[src/rtl/rv_core_config.svh]
`ifndef RV_CORE_CONFIG_SVH
`define RV_CORE_CONFIG_SVH

// datapath width
`define RV_XLEN 32

// register file size and index width
`define RV_REG_COUNT 32
`define RV_REG_IDX_W 5

// pc counter that stands in for fetch
`define RV_PC_RESET 0
`define RV_PC_STEP 4

`endif
[src/rtl/rv_core_pkg.sv]
`default_nettype none

`include "rv_core_config.svh"

package rv_core_pkg;

    typedef logic [`RV_XLEN-1:0] xlen_t;
    typedef logic [`RV_REG_IDX_W-1:0] reg_idx_t;

    typedef enum logic [3:0] {
        ALU_ADD,
        ALU_SUB,
        ALU_SLT,
        ALU_SLTU,
        ALU_AND,
        ALU_OR,
        ALU_XOR,
        ALU_SLL,
        ALU_SRL,
        ALU_SRA,
        ALU_MUL,
        ALU_MULH,
        ALU_MULHSU,
        ALU_MULHU
    } alu_func_t;

    typedef enum logic [1:0] {
        OPA_IS_RS1,
        OPA_IS_PC,
        OPA_IS_ZERO
    } opa_sel_t;

    typedef enum logic [1:0] {
        OPB_IS_RS2,
        OPB_IS_I_IMM,
        OPB_IS_U_IMM
    } opb_sel_t;

    //////////////////////////////////////////////////////////////////////
    // rv32 opcode and funct fields
    //////////////////////////////////////////////////////////////////////

    localparam logic [6:0] OPC_LUI    = 7'b0110111;
    localparam logic [6:0] OPC_AUIPC  = 7'b0010111;
    localparam logic [6:0] OPC_OP_IMM = 7'b0010011;
    localparam logic [6:0] OPC_OP     = 7'b0110011;

    localparam logic [2:0] F3_ADD  = 3'b000;
    localparam logic [2:0] F3_SLL  = 3'b001;
    localparam logic [2:0] F3_SLT  = 3'b010;
    localparam logic [2:0] F3_SLTU = 3'b011;
    localparam logic [2:0] F3_XOR  = 3'b100;
    localparam logic [2:0] F3_SRL  = 3'b101;
    localparam logic [2:0] F3_OR   = 3'b110;
    localparam logic [2:0] F3_AND  = 3'b111;

    localparam logic [6:0] F7_BASE   = 7'b0000000;
    localparam logic [6:0] F7_ALT    = 7'b0100000;
    localparam logic [6:0] F7_MULDIV = 7'b0000001;

endpackage

`default_nettype wire

[src/rtl/rv_stage_if.sv]
`timescale 1ns/1ps
`default_nettype none

// decoded instruction with selected operands
interface decode_exec_if;
    logic                   valid;
    rv_core_pkg::alu_func_t alu_func;
    rv_core_pkg::xlen_t     opa;
    rv_core_pkg::xlen_t     opb;
    rv_core_pkg::reg_idx_t  rd;
    logic                   write_en;
    logic                   illegal;
    rv_core_pkg::xlen_t     pc;

    modport decode (
        output valid, alu_func, opa, opb, rd, write_en, illegal, pc
    );
    modport execute (
        input valid, alu_func, opa, opb, rd, write_en, illegal, pc
    );
endinterface

// alu result on its way to writeback
interface exec_result_if;
    logic                  valid;
    rv_core_pkg::reg_idx_t rd;
    rv_core_pkg::xlen_t    value;
    logic                  write_en;
    logic                  illegal;

    modport execute (output valid, rd, value, write_en, illegal);
    modport result (input valid, rd, value, write_en, illegal);

    // bypass tap for decode
    modport forward (input valid, rd, value, write_en);
endinterface

`default_nettype wire

[src/rtl/rv_execute.sv]
`timescale 1ns/1ps
`default_nettype none

`include "rv_core_config.svh"

module rv_execute (
    input logic            clock,
    input logic            reset,
    decode_exec_if.execute from_decode,
    exec_result_if.execute to_result
);

    rv_core_pkg::xlen_t            a;
    rv_core_pkg::xlen_t            b;
    logic [4:0]                    shamt;
    logic signed [`RV_XLEN:0]      mul_a;
    logic signed [`RV_XLEN:0]      mul_b;
    logic signed [2*`RV_XLEN+1:0]  product;
    rv_core_pkg::xlen_t            alu_out;

    assign a     = from_decode.opa;
    assign b     = from_decode.opb;
    assign shamt = b[4:0];

    // one 33x33 signed multiplier covers all four products
    assign mul_a = {(from_decode.alu_func == rv_core_pkg::ALU_MULH ||
                     from_decode.alu_func == rv_core_pkg::ALU_MULHSU) && a[`RV_XLEN-1], a};
    assign mul_b = {(from_decode.alu_func == rv_core_pkg::ALU_MULH) && b[`RV_XLEN-1], b};
    assign product = mul_a * mul_b;

    always_comb begin
        case (from_decode.alu_func)
            rv_core_pkg::ALU_SUB:    alu_out = a - b;
            rv_core_pkg::ALU_SLT:    alu_out = rv_core_pkg::xlen_t'($signed(a) < $signed(b));
            rv_core_pkg::ALU_SLTU:   alu_out = rv_core_pkg::xlen_t'(a < b);
            rv_core_pkg::ALU_AND:    alu_out = a & b;
            rv_core_pkg::ALU_OR:     alu_out = a | b;
            rv_core_pkg::ALU_XOR:    alu_out = a ^ b;
            rv_core_pkg::ALU_SLL:    alu_out = a << shamt;
            rv_core_pkg::ALU_SRL:    alu_out = a >> shamt;
            rv_core_pkg::ALU_SRA:    alu_out = $signed(a) >>> shamt;
            rv_core_pkg::ALU_MUL:    alu_out = product[`RV_XLEN-1:0];
            rv_core_pkg::ALU_MULH,
            rv_core_pkg::ALU_MULHSU,
            rv_core_pkg::ALU_MULHU:  alu_out = product[2*`RV_XLEN-1:`RV_XLEN];
            default:                 alu_out = a + b;
        endcase
    end

    always_ff @(posedge clock) begin
        if (reset) begin
            to_result.valid <= 1'b0;
        end else begin
            to_result.valid <= from_decode.valid;
        end
    end

    always_ff @(posedge clock) begin
        if (from_decode.valid) begin
            to_result.rd       <= from_decode.rd;
            to_result.value    <= alu_out;
            to_result.write_en <= from_decode.write_en;
            to_result.illegal  <= from_decode.illegal;
        end
    end

endmodule

`default_nettype wire

[src/flat_wrapper.sv]
// flat-port wrapper written by rule: the top's interface ports become plain ports
module rv_execute_flat 
  (clock, reset, from_decode_valid, from_decode_alu_func, from_decode_opa, from_decode_opb, from_decode_rd, from_decode_write_en, from_decode_illegal, from_decode_pc, to_result_valid, to_result_rd, to_result_value, to_result_write_en, to_result_illegal);
  decode_exec_if from_decode_i ();
  exec_result_if to_result_i ();
  input logic clock;
  input logic reset;
  input wire logic [$bits(from_decode_i.valid)-1:0] from_decode_valid;
  input wire logic [$bits(from_decode_i.alu_func)-1:0] from_decode_alu_func;
  input wire logic [$bits(from_decode_i.opa)-1:0] from_decode_opa;
  input wire logic [$bits(from_decode_i.opb)-1:0] from_decode_opb;
  input wire logic [$bits(from_decode_i.rd)-1:0] from_decode_rd;
  input wire logic [$bits(from_decode_i.write_en)-1:0] from_decode_write_en;
  input wire logic [$bits(from_decode_i.illegal)-1:0] from_decode_illegal;
  input wire logic [$bits(from_decode_i.pc)-1:0] from_decode_pc;
  output wire logic [$bits(to_result_i.valid)-1:0] to_result_valid;
  output wire logic [$bits(to_result_i.rd)-1:0] to_result_rd;
  output wire logic [$bits(to_result_i.value)-1:0] to_result_value;
  output wire logic [$bits(to_result_i.write_en)-1:0] to_result_write_en;
  output wire logic [$bits(to_result_i.illegal)-1:0] to_result_illegal;
  assign from_decode_i.valid = from_decode_valid;
  assign from_decode_i.alu_func = from_decode_alu_func;
  assign from_decode_i.opa = from_decode_opa;
  assign from_decode_i.opb = from_decode_opb;
  assign from_decode_i.rd = from_decode_rd;
  assign from_decode_i.write_en = from_decode_write_en;
  assign from_decode_i.illegal = from_decode_illegal;
  assign from_decode_i.pc = from_decode_pc;
  assign to_result_valid = to_result_i.valid;
  assign to_result_rd = to_result_i.rd;
  assign to_result_value = to_result_i.value;
  assign to_result_write_en = to_result_i.write_en;
  assign to_result_illegal = to_result_i.illegal;
  rv_execute u_core (.clock(clock), .reset(reset), .from_decode(from_decode_i), .to_result(to_result_i));
endmodule
[config.mk]
export PLATFORM = sky130hd
export DESIGN_NAME = rv_execute_flat
export DESIGN_NICKNAME = d
export VERILOG_FILES = /design/src/rtl/rv_core_pkg.sv /design/src/rtl/rv_stage_if.sv /design/src/rtl/rv_execute.sv /design/src/flat_wrapper.sv
export VERILOG_INCLUDE_DIRS = /design/src /design/src/rtl
export SDC_FILE = /design/constraint.sdc
export NUM_CORES = 2
export LEC_CHECK = 0
export BUFFER_PORTS_ARGS = -buffer_cell sky130_fd_sc_hd__buf_2
export CAP_MARGIN = 20
export CORE_UTILIZATION = 35
export CTS_BUF_LIST = sky130_fd_sc_hd__clkbuf_8
export DETAILED_ROUTE_END_ITERATION = 12
export GPL_ROUTABILITY_DRIVEN = 0
export PLACE_DENSITY_LB_ADDON = 0.08
export SYNTH_ARGS = -nofsm -noshare
export SYNTH_HDL_FRONTEND = slang
export SYNTH_SLANG_ARGS = --single-unit
[constraint.sdc]
create_clock -name clock -period 28.3 [get_ports clock]
set_input_delay 1.415 -clock clock [delete_from_list [all_inputs] [get_ports clock]]
set_output_delay 1.415 -clock clock [all_outputs]
set_load 0.01 [all_outputs]
# Word level (Yosys, flattened, before mapping)
# Cells that the tools add are included.
# Widths: inputs -> output; s select.
dict set report classes {
  add_sub_neg 2
  multipliers 1
  magnitude_cmp 2
  n_eq_ne 13
  shift 3
  mux 1
  bitwise 3
  n_reduce_logical 4
}
# op n
set op_table {}
lappend op_table {{$pmux 32 s11} 1}
lappend op_table {{$lt 32x32->1} 2}
lappend op_table {{$mul 33x33->64} 1}
lappend op_table {{$add 32x32->32} 1}
lappend op_table {{$and 32x32->32} 1}
lappend op_table {{$or 32x32->32} 1}
lappend op_table {{$shl 32x5->32} 1}
lappend op_table {{$shr 32x5->32} 1}
lappend op_table {{$sshr 32x5->32} 1}
lappend op_table {{$sub 32x32->32} 1}
lappend op_table {{$xor 32x32->32} 1}
lappend op_table {{$eq 4x4->1 const B} 6}
lappend op_table {{$eq 4x3->1 const B} 4}
lappend op_table {{$eq 4x2->1 const B} 2}
lappend op_table {{$eq 4x1->1 const B} 1}
lappend op_table {{$reduce_or 3->1} 1}
lappend op_table {{$logic_and 1x1->1} 2}
lappend op_table {{$logic_or 1x1->1} 1}
dict set report totals {
  reg_bits 40
  input_bits 110
  out_inout_bits 40
  elab_cells 34
}

# Depth between registers and ports, before layout
dict set report logic_depth {
  word_depth 5
  depth_mapped 33
  ltp_nobuf 30
}

# Worst setup path after synthesis
# No wires, ideal clock.
dict set report synth_path {
  kind {input -> register}
  start {input from_decode_opb[2]}
  end {register u_core.to_result.value[30], data pin}
  setup_ps 265
  arrival_ps 10246
  t_required_ps 28035
  path_slack_ps 17788
  path_stages 31
  path_buffers 4
  cell_sequence {clkbuf_1 inv_2 buf_1 clkbuf_1 clkbuf_1 nor3_1 fa_1 inv_1 fa_1 inv_1 fa_1 inv_1 fa_1 inv_1 fa_1 fa_1 fa_1 inv_1 fa_1 inv_1 ha_1 nand2_1 inv_1 a221o_1 a21o_1 a221oi_1 a21oi_1 nor2_1 mux2i_1 nand3_1 or3_1}
}
dict set report synth_via {
  elab_chain_cells 2
  word_cells_on_any_way 7
  classes_between {add/sub (2); mul (1); shift (3); mux (1)}
}
# element line
set synth_rtl {}
lappend synth_rtl {{from (decl)} flat_wrapper.sv:11} ;# input wire logic [$bits(from_decode_i.opb)-1:0] from_decode_opb;
lappend synth_rtl {{$mul 33x33->64, or another cell as far along} rv_execute.sv:29} ;# assign product = mul_a * mul_b;
lappend synth_rtl {{$pmux 32 s11 (*)} rv_execute.sv:32} ;# case (from_decode.alu_func)
lappend synth_rtl {{via u_core.alu_out[30]} rv_execute.sv:19} ;# rv_core_pkg::xlen_t alu_out;
lappend synth_rtl {{to (signal assigned)} rv_execute.sv:61} ;# to_result.value <= alu_out;
lappend synth_rtl {{to (decl)} rv_stage_if.sv:31} ;# modport execute (output valid, rd, value, write_en, illegal);
# Mark *: on every way through the listed nets, which the timed path passes. The rest lies on a longest branch.
# A chain may end at the register's enable or synchronous reset.

# Final worst setup path
dict set report layout_path {
  start {input from_decode_alu_func[0]}
  end {register u_core.to_result.value[30], data pin}
}
dict set report layout_via {
  elab_chain_cells 5
  word_cells_on_any_way 19
  classes_between {mul (1); eq/ne (13); mux (1); reduce/logical (4)}
}
# element line
set layout_rtl {}
lappend layout_rtl {{from (decl)} flat_wrapper.sv:9} ;# input wire logic [$bits(from_decode_i.alu_func)-1:0] from_decode_alu_func;
lappend layout_rtl {{$eq 4x4->1 (on tied branches)} -}
lappend layout_rtl {{$logic_or 1x1->1} rv_execute.sv:26} ;# assign mul_a = {(from_decode.alu_func == rv_core_pkg::ALU_MULH ||
lappend layout_rtl {{$logic_and 1x1->1} rv_execute.sv:26}
lappend layout_rtl {{$mul 33x33->64} rv_execute.sv:29}
lappend layout_rtl {{$pmux 32 s11 (*)} rv_execute.sv:32}
lappend layout_rtl {{via u_core.alu_out[30]} rv_execute.sv:19}
# Marked as above.

==> metrics.csv <==
metric;value;unit
Avg Cell Area, Syn;8.42;um^2
gr usage total;0.287;
chip width;371;um
Initial Util;0.355;
Most used DFF post-synth;edfxtp_1;
Worst slew margin;0.258;
fraction of final layout cells sized beyond drive strength 1;0.0577;
measured slew at the worst slew-check pin;1.11;ns
largest net degree at the start of global routing;63;
register bit total from synthesis;40;
Net Count, Synth;7198;
TritonCTS clock tree;built;
# setup viols final;0;
vias;39800;
crit-path max FO;26;
most used cell, CP;fa_1;
first-pass GRT wire length;288;mm
CTS buffer count;5;
Mapped Area;47600;um^2
final setup TNS;0;ns
Min-Delay Path Class;primary input to flop;
Detailed Route WL;194;mm
minimum clock period;12.29;ns
critical path launch point type;primary input;
Seq/Total Area, Yosys;0.0250;
clock root buffer;clkbuf_8;
critical path arrival;12.34;ns
area grow syn2layout;5.04;%
htree depth;2;
Post-CTS Setup Repair Bufs;0;
outcome;finished, final reports clean;
hold_buf cts;0;
Iter 0 DRT Violations;3746;
vias per inst;5.44;
Max Cap Viol;0;
# resized after CTS;0;
# port buffers;117;
Max Clk Rate;81.4;MHz
Clock Path Buffers;2;
vias in the first global route;41600;
Reg clk slew, reported paths;0.08;ns
Final HPWL DP;156;mm
io pins;150;
most common cell in the netlist;inv_1;
Site Rows;134;
slowest stage cell, crit path;fa_1;
Die H;371;um
Synth Instances;5652;
max-slew violation count;0;
WS Path Type;primary input to flop;
router iterations before antenna repair;6;
ys async rst share;0;
drt wl/cell;26.5;um
Ys Warns;0;
count of cell types in the netlist;90;
initial antenna violation count;7;
Hold Violations, Final;0;
RSZ-0062 raised after global routing;no;
number of synthesized flops with an enable pin;39;
FF/Latch Area;1190;um^2
Post-route DRC;0;
endpoint class of the critical path;flop;
CP Data Required Time;28.35;ns
Overflow after GRT;0;
top cell type by total area after synthesis;fa_1;
Max stage delay on crit path;0.96;ns
CTS sink cnt;40;
most common library cells after synthesis;inv_1, fa_1, nand2_1;
Final period util;0.434;
top cells by area, synth;fa_1, inv_1, ha_1, nand2_1, nor2_1;
# nets final;7090;
antenna-violating nets left;0;
multi-input logic area;40200;um^2
Core Region;134000;um^2
Die Footprint;137000;um^2
FILL cells;14000;
share of the synthesized area in the top cell type;0.474;
## layer usage
layer | global-route usage | up-vias | share of wire | wire length, um
met3 | 0.0292 | 309 | 0.070 | 13600
li1 | - | 17000 | - | -
met4 | 0.0923 | 6 | 0.041 | 7940
met1 | 0.411 | 20900 | 0.44 | 85600
met2 | 0.455 | 1659 | 0.45 | 86800
met5 | 0 | - | 0.00018 | 34
## worst max-delay path: cells and delay by family
| family | cells | cell delay, ns |
|---|---|---|
| adder cells (fa/ha/maj) | 9 | 5.38 |
| AO/OA/AOI/OAI | 5 | 1.30 |
| AND/OR/NAND/NOR | 7 | 1.66 |
| multiplexers | 1 | 0.31 |
| buffers and inverters | 9 | 2.22 |
## cells by family after synthesis
kind of cell | count (synthesis) | synth area share
AO/OA/AOI/OAI | 700 | 0.0954
multiplexers | 116 | 0.0356
XOR/XNOR | 101 | 0.0189
buffers and inverters | 1645 | 0.131
adder cells (fa/ha/maj) | 1436 | 0.555
flip-flops | 40 | 0.0250
AND/OR/NAND/NOR | 1614 | 0.139
## path summary, 6_finish.rpt
check               startpoint                                   end  slack (ns)  depth (start not counted)
min                      reset     u_core.to_result.valid$_SDFF_PP0_        1.27                          2
max    from_decode_alu_func[0]  u_core.to_result.value[30]$_DFFE_PP_       16.01                         31
## registers in the layout (all words and copies together) (netlist names)
signal                     flops
u_core.to_result.rd            5
u_core.to_result.write_en      1
u_core.to_result.illegal       1
u_core.to_result.valid         1
u_core.to_result.value        32
## per-stage QoR
step            util  instances  hold WS [ns]  setup slack, ns  area (um^2)
2_1_floorplan      -       5652          1.49            17.79        47600
3_3_place_gp   0.372       7305          1.57            15.69        49900
3_5_place_dp   0.372       7305          1.58            15.66        49900
4_1_cts        0.373       7313          1.25            15.98        50000
5_1_grt        0.373       7313          1.25            15.60        50000
6_report       0.373       7314          1.27            16.01        50000
## cell usage in the layout (no fill, tap or decap), types with 11 or more instances in the layout
cell	Yosys	layout
a31oi_1	22	21
o211ai_1	26	26
nand3_1	40	40
edfxtp_1	39	39
ha_1	309	309
nand2b_1	29	28
inv_1	1271	1271
buf_2	26	116
a221oi_1	20	20
nor2_1	523	521
a21o_1	40	40
o21a_1	11	11
clkinv_1	22	22
xnor2_1	78	78
nor4_1	11	11
nor2b_1	16	16
fa_1	1127	1127
nor3_1	52	51
o21ai_0	112	112
mux4_2	42	42
and2_1	13	13
buf_4	4	107
a211oi_1	47	47
o21ai_1	34	34
and3_1	14	14
a221o_1	14	14
nand2_1	846	846
mux2i_1	66	66
inv_2	14	13
o221ai_1	26	26
or3_1	18	18
nand4_1	20	20
o21bai_1	20	20
o22ai_1	14	14
xor2_1	22	22
a21oi_1	223	223
## final cells by class
| cell class | instances | area share |
|---|---|---|
| Timing Repair Buffer | 223 | 0.0277 |
| Antenna cell | 1 | 0.0000500 |
| Tap cell | 1768 | 0.0442 |
| Multi-Input combinational cell | 3967 | 0.804 |
| Clock buffer | 5 | 0.00138 |
| Sequential cell | 40 | 0.0238 |
| Clock inverter | 3 | 0.000851 |
| Inverter | 1307 | 0.0981 |
Power is not shown: default switching activity piles up to over one toggle a cycle in this logic, so the estimate is an artifact.
