File: src/rtl/rv_core_config.svh
`ifndef RV_CORE_CONFIG_SVH
`define RV_CORE_CONFIG_SVH

// datapath width
`define RV_XLEN 32

// register file size and index width
`define RV_REG_COUNT 32
`define RV_REG_IDX_W 5

// pc counter that stands in for fetch
`define RV_PC_RESET 0
`define RV_PC_STEP 4

`endif
File: src/rtl/rv_core_pkg.sv
`default_nettype none

`include "rv_core_config.svh"

package rv_core_pkg;

    typedef logic [`RV_XLEN-1:0] xlen_t;
    typedef logic [`RV_REG_IDX_W-1:0] reg_idx_t;

    typedef enum logic [3:0] {
        ALU_ADD,
        ALU_SUB,
        ALU_SLT,
        ALU_SLTU,
        ALU_AND,
        ALU_OR,
        ALU_XOR,
        ALU_SLL,
        ALU_SRL,
        ALU_SRA,
        ALU_MUL,
        ALU_MULH,
        ALU_MULHSU,
        ALU_MULHU
    } alu_func_t;

    typedef enum logic [1:0] {
        OPA_IS_RS1,
        OPA_IS_PC,
        OPA_IS_ZERO
    } opa_sel_t;

    typedef enum logic [1:0] {
        OPB_IS_RS2,
        OPB_IS_I_IMM,
        OPB_IS_U_IMM
    } opb_sel_t;

    //////////////////////////////////////////////////////////////////////
    // rv32 opcode and funct fields
    //////////////////////////////////////////////////////////////////////

    localparam logic [6:0] OPC_LUI    = 7'b0110111;
    localparam logic [6:0] OPC_AUIPC  = 7'b0010111;
    localparam logic [6:0] OPC_OP_IMM = 7'b0010011;
    localparam logic [6:0] OPC_OP     = 7'b0110011;

    localparam logic [2:0] F3_ADD  = 3'b000;
    localparam logic [2:0] F3_SLL  = 3'b001;
    localparam logic [2:0] F3_SLT  = 3'b010;
    localparam logic [2:0] F3_SLTU = 3'b011;
    localparam logic [2:0] F3_XOR  = 3'b100;
    localparam logic [2:0] F3_SRL  = 3'b101;
    localparam logic [2:0] F3_OR   = 3'b110;
    localparam logic [2:0] F3_AND  = 3'b111;

    localparam logic [6:0] F7_BASE   = 7'b0000000;
    localparam logic [6:0] F7_ALT    = 7'b0100000;
    localparam logic [6:0] F7_MULDIV = 7'b0000001;

endpackage

`default_nettype wire

File: src/rtl/rv_stage_if.sv
`timescale 1ns/1ps
`default_nettype none

// decoded instruction with selected operands
interface decode_exec_if;
    logic                   valid;
    rv_core_pkg::alu_func_t alu_func;
    rv_core_pkg::xlen_t     opa;
    rv_core_pkg::xlen_t     opb;
    rv_core_pkg::reg_idx_t  rd;
    logic                   write_en;
    logic                   illegal;
    rv_core_pkg::xlen_t     pc;

    modport decode (
        output valid, alu_func, opa, opb, rd, write_en, illegal, pc
    );
    modport execute (
        input valid, alu_func, opa, opb, rd, write_en, illegal, pc
    );
endinterface

// alu result on its way to writeback
interface exec_result_if;
    logic                  valid;
    rv_core_pkg::reg_idx_t rd;
    rv_core_pkg::xlen_t    value;
    logic                  write_en;
    logic                  illegal;

    modport execute (output valid, rd, value, write_en, illegal);
    modport result (input valid, rd, value, write_en, illegal);

    // bypass tap for decode
    modport forward (input valid, rd, value, write_en);
endinterface

`default_nettype wire

File: src/rtl/rv_decode.sv
`timescale 1ns/1ps
`default_nettype none

`include "rv_core_config.svh"

module rv_decode (
    input  logic                  clock,
    input  logic                  reset,
    input  logic                  wb_cyc,
    input  logic                  wb_stb,
    input  logic                  wb_we,
    input  rv_core_pkg::xlen_t    wb_dat_w,
    output logic                  wb_ack,
    output rv_core_pkg::reg_idx_t rs1_idx,
    output rv_core_pkg::reg_idx_t rs2_idx,
    input  rv_core_pkg::xlen_t    rs1_data,
    input  rv_core_pkg::xlen_t    rs2_data,
    decode_exec_if.decode         to_exec,
    exec_result_if.forward        fwd
);

    logic                   accept;
    logic [6:0]             opcode;
    logic [2:0]             funct3;
    logic [6:0]             funct7;
    rv_core_pkg::alu_func_t base_func;
    rv_core_pkg::alu_func_t alu_func;
    rv_core_pkg::opa_sel_t  opa_sel;
    rv_core_pkg::opb_sel_t  opb_sel;
    logic                   write_en;
    logic                   illegal;
    rv_core_pkg::xlen_t     i_imm;
    rv_core_pkg::xlen_t     u_imm;
    rv_core_pkg::xlen_t     cur_pc;
    logic                   fwd_rs1;
    logic                   fwd_rs2;
    rv_core_pkg::xlen_t     rs1_val;
    rv_core_pkg::xlen_t     rs2_val;
    rv_core_pkg::xlen_t     opa;
    rv_core_pkg::xlen_t     opb;

    // write request, one per ack
    assign accept = wb_cyc && wb_stb && wb_we && !wb_ack;

    assign opcode  = wb_dat_w[6:0];
    assign funct3  = wb_dat_w[14:12];
    assign funct7  = wb_dat_w[31:25];
    assign rs1_idx = wb_dat_w[19:15];
    assign rs2_idx = wb_dat_w[24:20];

    assign i_imm = {{20{wb_dat_w[31]}}, wb_dat_w[31:20]};
    assign u_imm = {wb_dat_w[31:12], 12'b0};

    // next pc is one step past the last accepted instruction
    assign cur_pc = to_exec.pc + rv_core_pkg::xlen_t'(`RV_PC_STEP);

    //////////////////////////////////////////////////////////////////////
    // instruction match
    //////////////////////////////////////////////////////////////////////

    // funct3 alone picks the base alu op
    always_comb begin
        case (funct3)
            rv_core_pkg::F3_ADD:  base_func = rv_core_pkg::ALU_ADD;
            rv_core_pkg::F3_SLL:  base_func = rv_core_pkg::ALU_SLL;
            rv_core_pkg::F3_SLT:  base_func = rv_core_pkg::ALU_SLT;
            rv_core_pkg::F3_SLTU: base_func = rv_core_pkg::ALU_SLTU;
            rv_core_pkg::F3_XOR:  base_func = rv_core_pkg::ALU_XOR;
            rv_core_pkg::F3_SRL:  base_func = rv_core_pkg::ALU_SRL;
            rv_core_pkg::F3_OR:   base_func = rv_core_pkg::ALU_OR;
            default:              base_func = rv_core_pkg::ALU_AND;
        endcase
    end

    always_comb begin
        alu_func = base_func;
        opa_sel  = rv_core_pkg::OPA_IS_RS1;
        opb_sel  = rv_core_pkg::OPB_IS_RS2;
        write_en = 1'b1;
        illegal  = 1'b0;
        case (opcode)
            rv_core_pkg::OPC_LUI: begin
                alu_func = rv_core_pkg::ALU_ADD;
                opa_sel  = rv_core_pkg::OPA_IS_ZERO;
                opb_sel  = rv_core_pkg::OPB_IS_U_IMM;
            end
            rv_core_pkg::OPC_AUIPC: begin
                alu_func = rv_core_pkg::ALU_ADD;
                opa_sel  = rv_core_pkg::OPA_IS_PC;
                opb_sel  = rv_core_pkg::OPB_IS_U_IMM;
            end
            rv_core_pkg::OPC_OP_IMM: begin
                opb_sel = rv_core_pkg::OPB_IS_I_IMM;
                // shift immediates carry a funct7
                if (funct3 == rv_core_pkg::F3_SLL) begin
                    illegal = (funct7 != rv_core_pkg::F7_BASE);
                end else if (funct3 == rv_core_pkg::F3_SRL) begin
                    if (funct7 == rv_core_pkg::F7_ALT) begin
                        alu_func = rv_core_pkg::ALU_SRA;
                    end else if (funct7 != rv_core_pkg::F7_BASE) begin
                        illegal = 1'b1;
                    end
                end
            end
            rv_core_pkg::OPC_OP: begin
                if (funct7 == rv_core_pkg::F7_ALT && funct3 == rv_core_pkg::F3_ADD) begin
                    alu_func = rv_core_pkg::ALU_SUB;
                end else if (funct7 == rv_core_pkg::F7_ALT && funct3 == rv_core_pkg::F3_SRL) begin
                    alu_func = rv_core_pkg::ALU_SRA;
                end else if (funct7 == rv_core_pkg::F7_MULDIV && !funct3[2]) begin
                    case (funct3[1:0])
                        2'b00:   alu_func = rv_core_pkg::ALU_MUL;
                        2'b01:   alu_func = rv_core_pkg::ALU_MULH;
                        2'b10:   alu_func = rv_core_pkg::ALU_MULHSU;
                        default: alu_func = rv_core_pkg::ALU_MULHU;
                    endcase
                end else if (funct7 != rv_core_pkg::F7_BASE) begin
                    // div/rem and unknown encodings
                    illegal = 1'b1;
                end
            end
            default: illegal = 1'b1;
        endcase
        if (illegal) begin
            write_en = 1'b0;
        end
    end

    //////////////////////////////////////////////////////////////////////
    // operand select with bypass
    //////////////////////////////////////////////////////////////////////

    // the producer one stage ahead is the write landing this edge
    assign fwd_rs1 = fwd.valid && fwd.write_en && (fwd.rd != '0) && (fwd.rd == rs1_idx);
    assign fwd_rs2 = fwd.valid && fwd.write_en && (fwd.rd != '0) && (fwd.rd == rs2_idx);
    assign rs1_val = fwd_rs1 ? fwd.value : rs1_data;
    assign rs2_val = fwd_rs2 ? fwd.value : rs2_data;

    always_comb begin
        case (opa_sel)
            rv_core_pkg::OPA_IS_PC:   opa = cur_pc;
            rv_core_pkg::OPA_IS_ZERO: opa = '0;
            default:                  opa = rs1_val;
        endcase
        case (opb_sel)
            rv_core_pkg::OPB_IS_I_IMM: opb = i_imm;
            rv_core_pkg::OPB_IS_U_IMM: opb = u_imm;
            default:                   opb = rs2_val;
        endcase
    end

    always_ff @(posedge clock) begin
        if (reset) begin
            wb_ack        <= 1'b0;
            to_exec.valid <= 1'b0;
            to_exec.pc    <= rv_core_pkg::xlen_t'(`RV_PC_RESET - `RV_PC_STEP);
        end else begin
            wb_ack        <= accept;
            to_exec.valid <= accept;
            if (accept) begin
                to_exec.pc <= cur_pc;
            end
        end
    end

    always_ff @(posedge clock) begin
        if (accept) begin
            to_exec.alu_func <= alu_func;
            to_exec.opa      <= opa;
            to_exec.opb      <= opb;
            to_exec.rd       <= wb_dat_w[11:7];
            to_exec.write_en <= write_en;
            to_exec.illegal  <= illegal;
        end
    end

endmodule

`default_nettype wire

File: src/flat_wrapper.sv
// flat-port wrapper written by rule: the top's interface ports become plain ports
module rv_decode_flat 
  (clock, reset, wb_cyc, wb_stb, wb_we, wb_dat_w, wb_ack, rs1_idx, rs2_idx, rs1_data, rs2_data, to_exec_valid, to_exec_alu_func, to_exec_opa, to_exec_opb, to_exec_rd, to_exec_write_en, to_exec_illegal, to_exec_pc, fwd_valid, fwd_rd, fwd_value, fwd_write_en);
  decode_exec_if to_exec_i ();
  exec_result_if fwd_i ();
  input  logic clock;
  input  logic reset;
  input  logic wb_cyc;
  input  logic wb_stb;
  input  logic wb_we;
  input  rv_core_pkg::xlen_t wb_dat_w;
  output logic wb_ack;
  output rv_core_pkg::reg_idx_t rs1_idx;
  output rv_core_pkg::reg_idx_t rs2_idx;
  input  rv_core_pkg::xlen_t rs1_data;
  input  rv_core_pkg::xlen_t rs2_data;
  output wire logic [$bits(to_exec_i.valid)-1:0] to_exec_valid;
  output wire logic [$bits(to_exec_i.alu_func)-1:0] to_exec_alu_func;
  output wire logic [$bits(to_exec_i.opa)-1:0] to_exec_opa;
  output wire logic [$bits(to_exec_i.opb)-1:0] to_exec_opb;
  output wire logic [$bits(to_exec_i.rd)-1:0] to_exec_rd;
  output wire logic [$bits(to_exec_i.write_en)-1:0] to_exec_write_en;
  output wire logic [$bits(to_exec_i.illegal)-1:0] to_exec_illegal;
  output wire logic [$bits(to_exec_i.pc)-1:0] to_exec_pc;
  input wire logic [$bits(fwd_i.valid)-1:0] fwd_valid;
  input wire logic [$bits(fwd_i.rd)-1:0] fwd_rd;
  input wire logic [$bits(fwd_i.value)-1:0] fwd_value;
  input wire logic [$bits(fwd_i.write_en)-1:0] fwd_write_en;
  assign to_exec_valid = to_exec_i.valid;
  assign to_exec_alu_func = to_exec_i.alu_func;
  assign to_exec_opa = to_exec_i.opa;
  assign to_exec_opb = to_exec_i.opb;
  assign to_exec_rd = to_exec_i.rd;
  assign to_exec_write_en = to_exec_i.write_en;
  assign to_exec_illegal = to_exec_i.illegal;
  assign to_exec_pc = to_exec_i.pc;
  assign fwd_i.valid = fwd_valid;
  assign fwd_i.rd = fwd_rd;
  assign fwd_i.value = fwd_value;
  assign fwd_i.write_en = fwd_write_en;
  rv_decode u_core (.clock(clock), .reset(reset), .wb_cyc(wb_cyc), .wb_stb(wb_stb), .wb_we(wb_we), .wb_dat_w(wb_dat_w), .wb_ack(wb_ack), .rs1_idx(rs1_idx), .rs2_idx(rs2_idx), .rs1_data(rs1_data), .rs2_data(rs2_data), .to_exec(to_exec_i), .fwd(fwd_i));
endmodule
File: config.mk
export PLATFORM = sky130hd
export DESIGN_NAME = rv_decode_flat
export DESIGN_NICKNAME = d
export VERILOG_FILES = /design/src/rtl/rv_core_pkg.sv /design/src/rtl/rv_stage_if.sv /design/src/rtl/rv_decode.sv /design/src/flat_wrapper.sv
export VERILOG_INCLUDE_DIRS = /design/src /design/src/rtl
export SDC_FILE = /design/constraint.sdc
export NUM_CORES = 1
export LEC_CHECK = 0
export ABC_AREA = 1
export CAP_MARGIN = 20
export CORE_MARGIN = 2
export CORE_UTILIZATION = 55
export CTS_CLUSTER_DIAMETER = 50
export DETAILED_ROUTE_END_ITERATION = 12
export DONT_BUFFER_PORTS = 1
export PLACE_DENSITY = 0.76
export SLEW_MARGIN = 15
export SYNTH_ARGS = -nofsm -noshare
export SYNTH_HDL_FRONTEND = slang
export SYNTH_SLANG_ARGS = --single-unit
File: constraint.sdc
create_clock -name clock -period 4 [get_ports clock]
set_input_delay 0.2 -clock clock [delete_from_list [all_inputs] [get_ports clock]]
set_output_delay 0.2 -clock clock [all_outputs]
set_load 0.05 [all_outputs]
Yosys cells after proc, flatten, opt, wreduce, memory -nomap -nowiden:

Cells that the tools add are included.

* flip-flop bits (word level): 108
* input port bits: 140
* output and inout bits: 119
* logic and storage cells: 70

* muxes and demuxes: 24
* equal/unequal tests: 20
* reductions and logical operators: 17
* $add $sub $neg: 1

Operators by type and width (number)
* case mux 32 bit (2 select lines): 2
* two-way mux 32 bit: 2
* adder 32 x 3 -> 32 bit, second input constant: 1
* case mux 4 bit (7 select lines): 1
* two-way mux 4 bit: 6
* equality test 7 x 6 -> 1 bit, second input constant: 3
* equality test 7 x 5 -> 1 bit, second input constant: 2
* case mux 4 bit (3 select lines): 1
* equality test 5 bit: 2
* logical AND 1 bit: 10
* equality test 3 bit, second input constant: 3
* case mux 3 bit (3 select lines): 1
* two-way mux 1 bit: 8
* case mux 2 bit (2 select lines): 2
* equality test 7 x 1 -> 1 bit, second input constant: 1
* nonzero test 7 bit: 1
* equality test 2 x 1 -> 1 bit, second input constant: 3
* equality test 2 bit, second input constant: 3
* equality test 3 x 2 -> 1 bit, second input constant: 2
* nonzero test 5 bit: 1
* equality test 3 x 1 -> 1 bit, second input constant: 1
* logical NOT 3 bit: 1
* case mux 1 bit (3 select lines): 1
* logical NOT 1 bit: 2
* 2 further kinds: 2

Depth between registers and ports, before layout:

* word-level depth: 7
* depth in mapped cells: 15
* gate-level depth less buffers: 13

Least setup slack after synthesis:

No wires, ideal clock.

* kind: register to register
* from: reg u_core.wb_ack
* to: reg u_core.to_exec.alu_func[0] (enable)
* period minus slack after synthesis: 2.270 ns
* arrival: 1.868 ns
* path buffers: 1
* stages on the path, launching flop included: 5
* path slack: 1.730 ns
* cells stage by stage: dfxtp_1 nor2_1 nand3_1 inv_1 buf_2

* cells in the longest elaborated chain, start to end: 2

Ends and longest elaborated chain
* start, declared: line rv_decode.sv:13 `output logic wb_ack,`
* start signal, assigned: line rv_decode.sv:158 `wb_ack <= accept;`
* logical NOT 1 bit: line rv_decode.sv:43 `assign accept = wb_cyc && wb_stb && wb_we && !wb_ack;`
* logical AND 1 bit: line rv_decode.sv:43
* named net u_core.accept: line rv_decode.sv:22 `logic accept;`
* end, declared: line rv_stage_if.sv:16 `output valid, alu_func, opa, opb, rd, write_en, illegal, pc`

The timed path passes the listed nets, and every way through them passes these cells.
A chain may end at the register's enable or synchronous reset.

Worst setup path in the final report:

* from: in wb_dat_w[4]
* to: reg u_core.to_exec.opb[18] (data pin)

* cells in the longest elaborated chain, start to end: 5
* elaborated cells between the ends (all ways): 8

Ends and longest elaborated chain
* start, declared: line flat_wrapper.sv:11 `input rv_core_pkg::xlen_t wb_dat_w;`
* equality test 7 x 6 -> 1 bit or equality test 7 x 5 -> 1 bit (tied branches): line rv_decode.sv:81 `case (opcode)`
* OR reduction 2 bit (no source line)
* case mux 2 bit (2 select lines) (*): line rv_decode.sv:81
* equality test 2 bit or equality test 2 x 1 -> 1 bit (tied branches): line rv_decode.sv:145 `case (opb_sel)`
* case mux 32 bit (2 select lines) (*): line rv_decode.sv:145
* named net u_core.opb[18]: line rv_decode.sv:40 `rv_core_pkg::xlen_t opb;`
* end, declared: line rv_stage_if.sv:16

Mark *: on every way through the listed nets, which the timed path passes. The rest lies on a longest branch.

==> results.sh <==
export IMPL_synth_xor_area_share_pct=2.26
export IMPL_root_buffer="clkbuf_16"
export IMPL_clock_latency_ps=360
export IMPL_fin_nets=1100
export IMPL_synth_avg_cell_area_sq_um=7.05
export IMPL_ys_types=36
export IMPL_ios=259
export IMPL_core_sq_um=12200
export IMPL_area_growth_pct=4.79
export IMPL_start_kind="input port"
export IMPL_postLayoutCellArea_sq_um=7260
export IMPL_drt_wl_total_mm=20.7
export IMPL_period_share_pct=66.5
export IMPL_worstSetupPathType="in -> reg"
export IMPL_skew_ps=7.48
export IMPL_place_ws_ps=1060
export IMPL_slew_viol_final=0
export IMPL_grt_usage_pct=30.3
export IMPL_ant_nets=0
export IMPL_floorplan_initialDensity_pct=57.0
export IMPL_status="finished, final reports clean"
export IMPL_tns_ps=0
export IMPL_hold_violations=0
export IMPL_post_cts_buffers=0
export IMPL_synth_top_cell_by_area="edfxtp_1"
export IMPL_tightest_slew_ps=963
export IMPL_cts_max_level=3
export IMPL_cts_path_max_buffers=2
export IMPL_finalSetupViolCount=0
export IMPL_drt_vias_per_instance=5.60
export IMPL_synth_compound_area_share_pct=4.52
export IMPL_yosysSeqAreaShare_pct=41.5
export IMPL_drt_pass1_iter_count=5
export IMPL_cts_tree="yes"
export IMPL_rsz0062_at_grt="false"
export IMPL_rows=40
export IMPL_crit_required_ps=4110
export IMPL_postLayoutCoreUtil_pct=59.7
export IMPL_slew_headroom_pct=35.6
export IMPL_clock_fmax_ghz=0.376
export IMPL_wl_per_cell_um=18.3
export IMPL_fill_cells=1148
export IMPL_power_density_nw_per_um2=389
export IMPL_ir_drop_mv=0.309
export IMPL_num_vias=6320
export IMPL_cts_clk_slew_worst_paths_ps=70
export IMPL_maxCapViolations=0
export IMPL_crit_arrival_ps=2770
export IMPL_fin_crit_ps=2660
export IMPL_synthSimpleGateAreaFrac_pct=37.2
export IMPL_antenna_found_initial=0
export IMPL_synthMuxAreaShare_pct=0
export IMPL_drtIter0Drc=550
export IMPL_syn_area_sq_um=6930
export IMPL_grt_pass1_wl_mm=30.9
export IMPL_drc=0
export IMPL_crit_path_end_kind="flip-flop"
export IMPL_syn_inst=983
export IMPL_dieArea_sq_um=13500
export IMPL_power_w=0.00282
export IMPL_dp_hpwl_mm=15.8
export IMPL_p_leak_nw=3.66
export IMPL_dieHeight_um=116
export IMPL_cts_sinks=106
export IMPL_final_layout_size_suffix_gt1_share_pct=6.46
export IMPL_synth_fa_ha_area_share_pct=0.903
export IMPL_diodes=0
export IMPL_cp_max_fo=34
export IMPL_yosys_warnings=0
export IMPL_die_x_um=116
export IMPL_synth_top_family_by_area="simple AND/OR/NAND/NOR gates"
export IMPL_grt_pass1_vias=5810
export IMPL_ys_ff_latch=106
export IMPL_ys_top_cells_by_area="edfxtp_1 (33%), nand2_1 (16%), nand3_1 (14%)"
export IMPL_grt_ovfl_total=0
export IMPL_grt_max_degree=63
export IMPL_synth_top_cell_area_share_pct=32.5
export IMPL_numCtsBuffers=9
export IMPL_port_buffers=0
export IMPL_dpl_cell_area_sq_um=6880
export IMPL_gp_congestion=1.01
export IMPL_setup_slack_ps=1340
export IMPL_holdCritPathClass="in -> reg"
-- placed cells by master, fill, tap and decap left out, types with 2 or more instances in the layout --
| cell type | instances |
|---|---|
| nand3_1 | 189 |
| or2_2 | 3 |
| nand2_4 | 2 |
| clkbuf_16 | 9 |
| dfxtp_1 | 31 |
| xnor2_1 | 4 |
| o211ai_1 | 3 |
| nand2_1 | 291 |
| ha_1 | 5 |
| dlygate4sd3_1 | 6 |
| nand2_2 | 7 |
| xor2_1 | 12 |
| a21oi_1 | 44 |
| inv_1 | 157 |
| nor2_4 | 6 |
| o21ai_0 | 13 |
| inv_6 | 2 |
| inv_2 | 2 |
| edfxtp_1 | 75 |
| bufinv_16 | 2 |
| buf_4 | 9 |
| conb_1 | 2 |
| nor2_1 | 50 |
| clkinv_2 | 2 |
| nor3_1 | 5 |
| nand4_1 | 5 |
| nor2_2 | 12 |
-- cell usage after synthesis --
cell type    n
conb_1       1
nand3b_1     1
buf_6        6
nand3_2      1
ha_1         5
nand2_2      7
inv_2        2
clkbuf_1    13
nand3_1    189
a21oi_1     44
xor2_2       1
nor3b_1      1
buf_2       18
nor2b_4      1
nor2_8       1
inv_1      158
nor2_1      52
and3_1       1
or2_2        3
edfxtp_1    75
nor3_1       5
nand2_1    291
o21ai_0     13
o21ai_1      1
o211ai_1     3
clkinv_1     1
nor3_2       1
xnor2_1      4
nor2_2      10
nor2_4       6
nand4_1      5
nand2_4      2
buf_4       16
xor2_1      12
dfxtp_1     31
buf_1        2
-- area by class of cell --
cell class                 count  area, sq um  area share, %
tap                          168          210           2.90
timing repair buffer          15          128           1.76
inverter                     161          607           8.36
clock inverter                 6         87.6           1.21
multi-input combinational    662         3120           43.0
sequential                   106         2870           39.6
clock buffer                  10          229           3.15
-- where the power goes --
| part | internal (W) | switching, W |
|---|---|---|
| sequential | 0.00122 | 0.000171 |
| combinational | 0.000146 | 0.000316 |
| clock | 0.000552 | 0.000418 |
-- final timing paths --
| check | start | to | slack [ps] | cells past startpoint |
|---|---|---|---|---|
| worst max-delay path | wb_dat_w[4] | u_core.to_exec.opb[18] | 1340 | 15 |
| worst min-delay path | wb_dat_w[29] | u_core.to_exec.opb[9] | 30 | 2 |
| worst max register to register | u_core.wb_ack | u_core.to_exec.opa[7] | 1390 | 4 |
| worst min register to register | u_core.to_exec.pc[3] | u_core.to_exec.pc[3] | 780 | 2 |
-- metal layers --
layer  vias up  wire length, um  global-route usage (%)
li1       3050                -                       -
met1      2886             8040                    38.1
met2       331            10100                    50.9
met3        53             1770                    6.69
met4         0              765                    11.7
met5         -                0                       0
-- flip-flops by register name, summed over array words and instances (netlist names) --
name,flops
u_core.to_exec.alu_func,4
u_core.to_exec.illegal,1
u_core.to_exec.write_en,1
u_core.to_exec.opb,32
u_core.wb_ack,1
u_core.to_exec.pc,30
u_core.to_exec.opa,32
u_core.to_exec.rd,5
-- through the flow --
stage | hold WS, ps | instances
6_report | 29.3 | 1128
5_1_grt | 27.8 | 1128
4_1_cts | 23.9 | 1128
3_5_place_dp | 279 | 1106
3_3_place_gp | 275 | 1106
2_1_floorplan | 299 | 984
-- worst max-delay path, cell delays in order --
cell      delay, ps
inv_1            30
nor2_2          140
inv_1            70
nor2_1          140
inv_1            60
nor2_2          160
inv_1            80
ha_1            290
buf_4           330
nor2_1           90
buf_4           190
nand2_1          90
clkinv_1        480
a21oi_1         330
nand2_1          80
-- logic make-up (layout without fill, tap and decap cells) --
| kind of cell | count (synthesis) | in the layout |
|---|---|---|
| compound gates | 61 | 61 |
| xor+xnor | 17 | 17 |
| fa+ha+maj | 5 | 5 |
| buf+inv | 216 | 192 |
| flops | 106 | 106 |
| other cells | 1 | 2 |
| simple gates | 577 | 577 |
-- what timing repair did --
item	4_1_cts	5_1_grt
endpoints found under the hold margin	30	0
hold buffers	6	0
resized for setup	0	0
(Power assumes the default switching activity.)
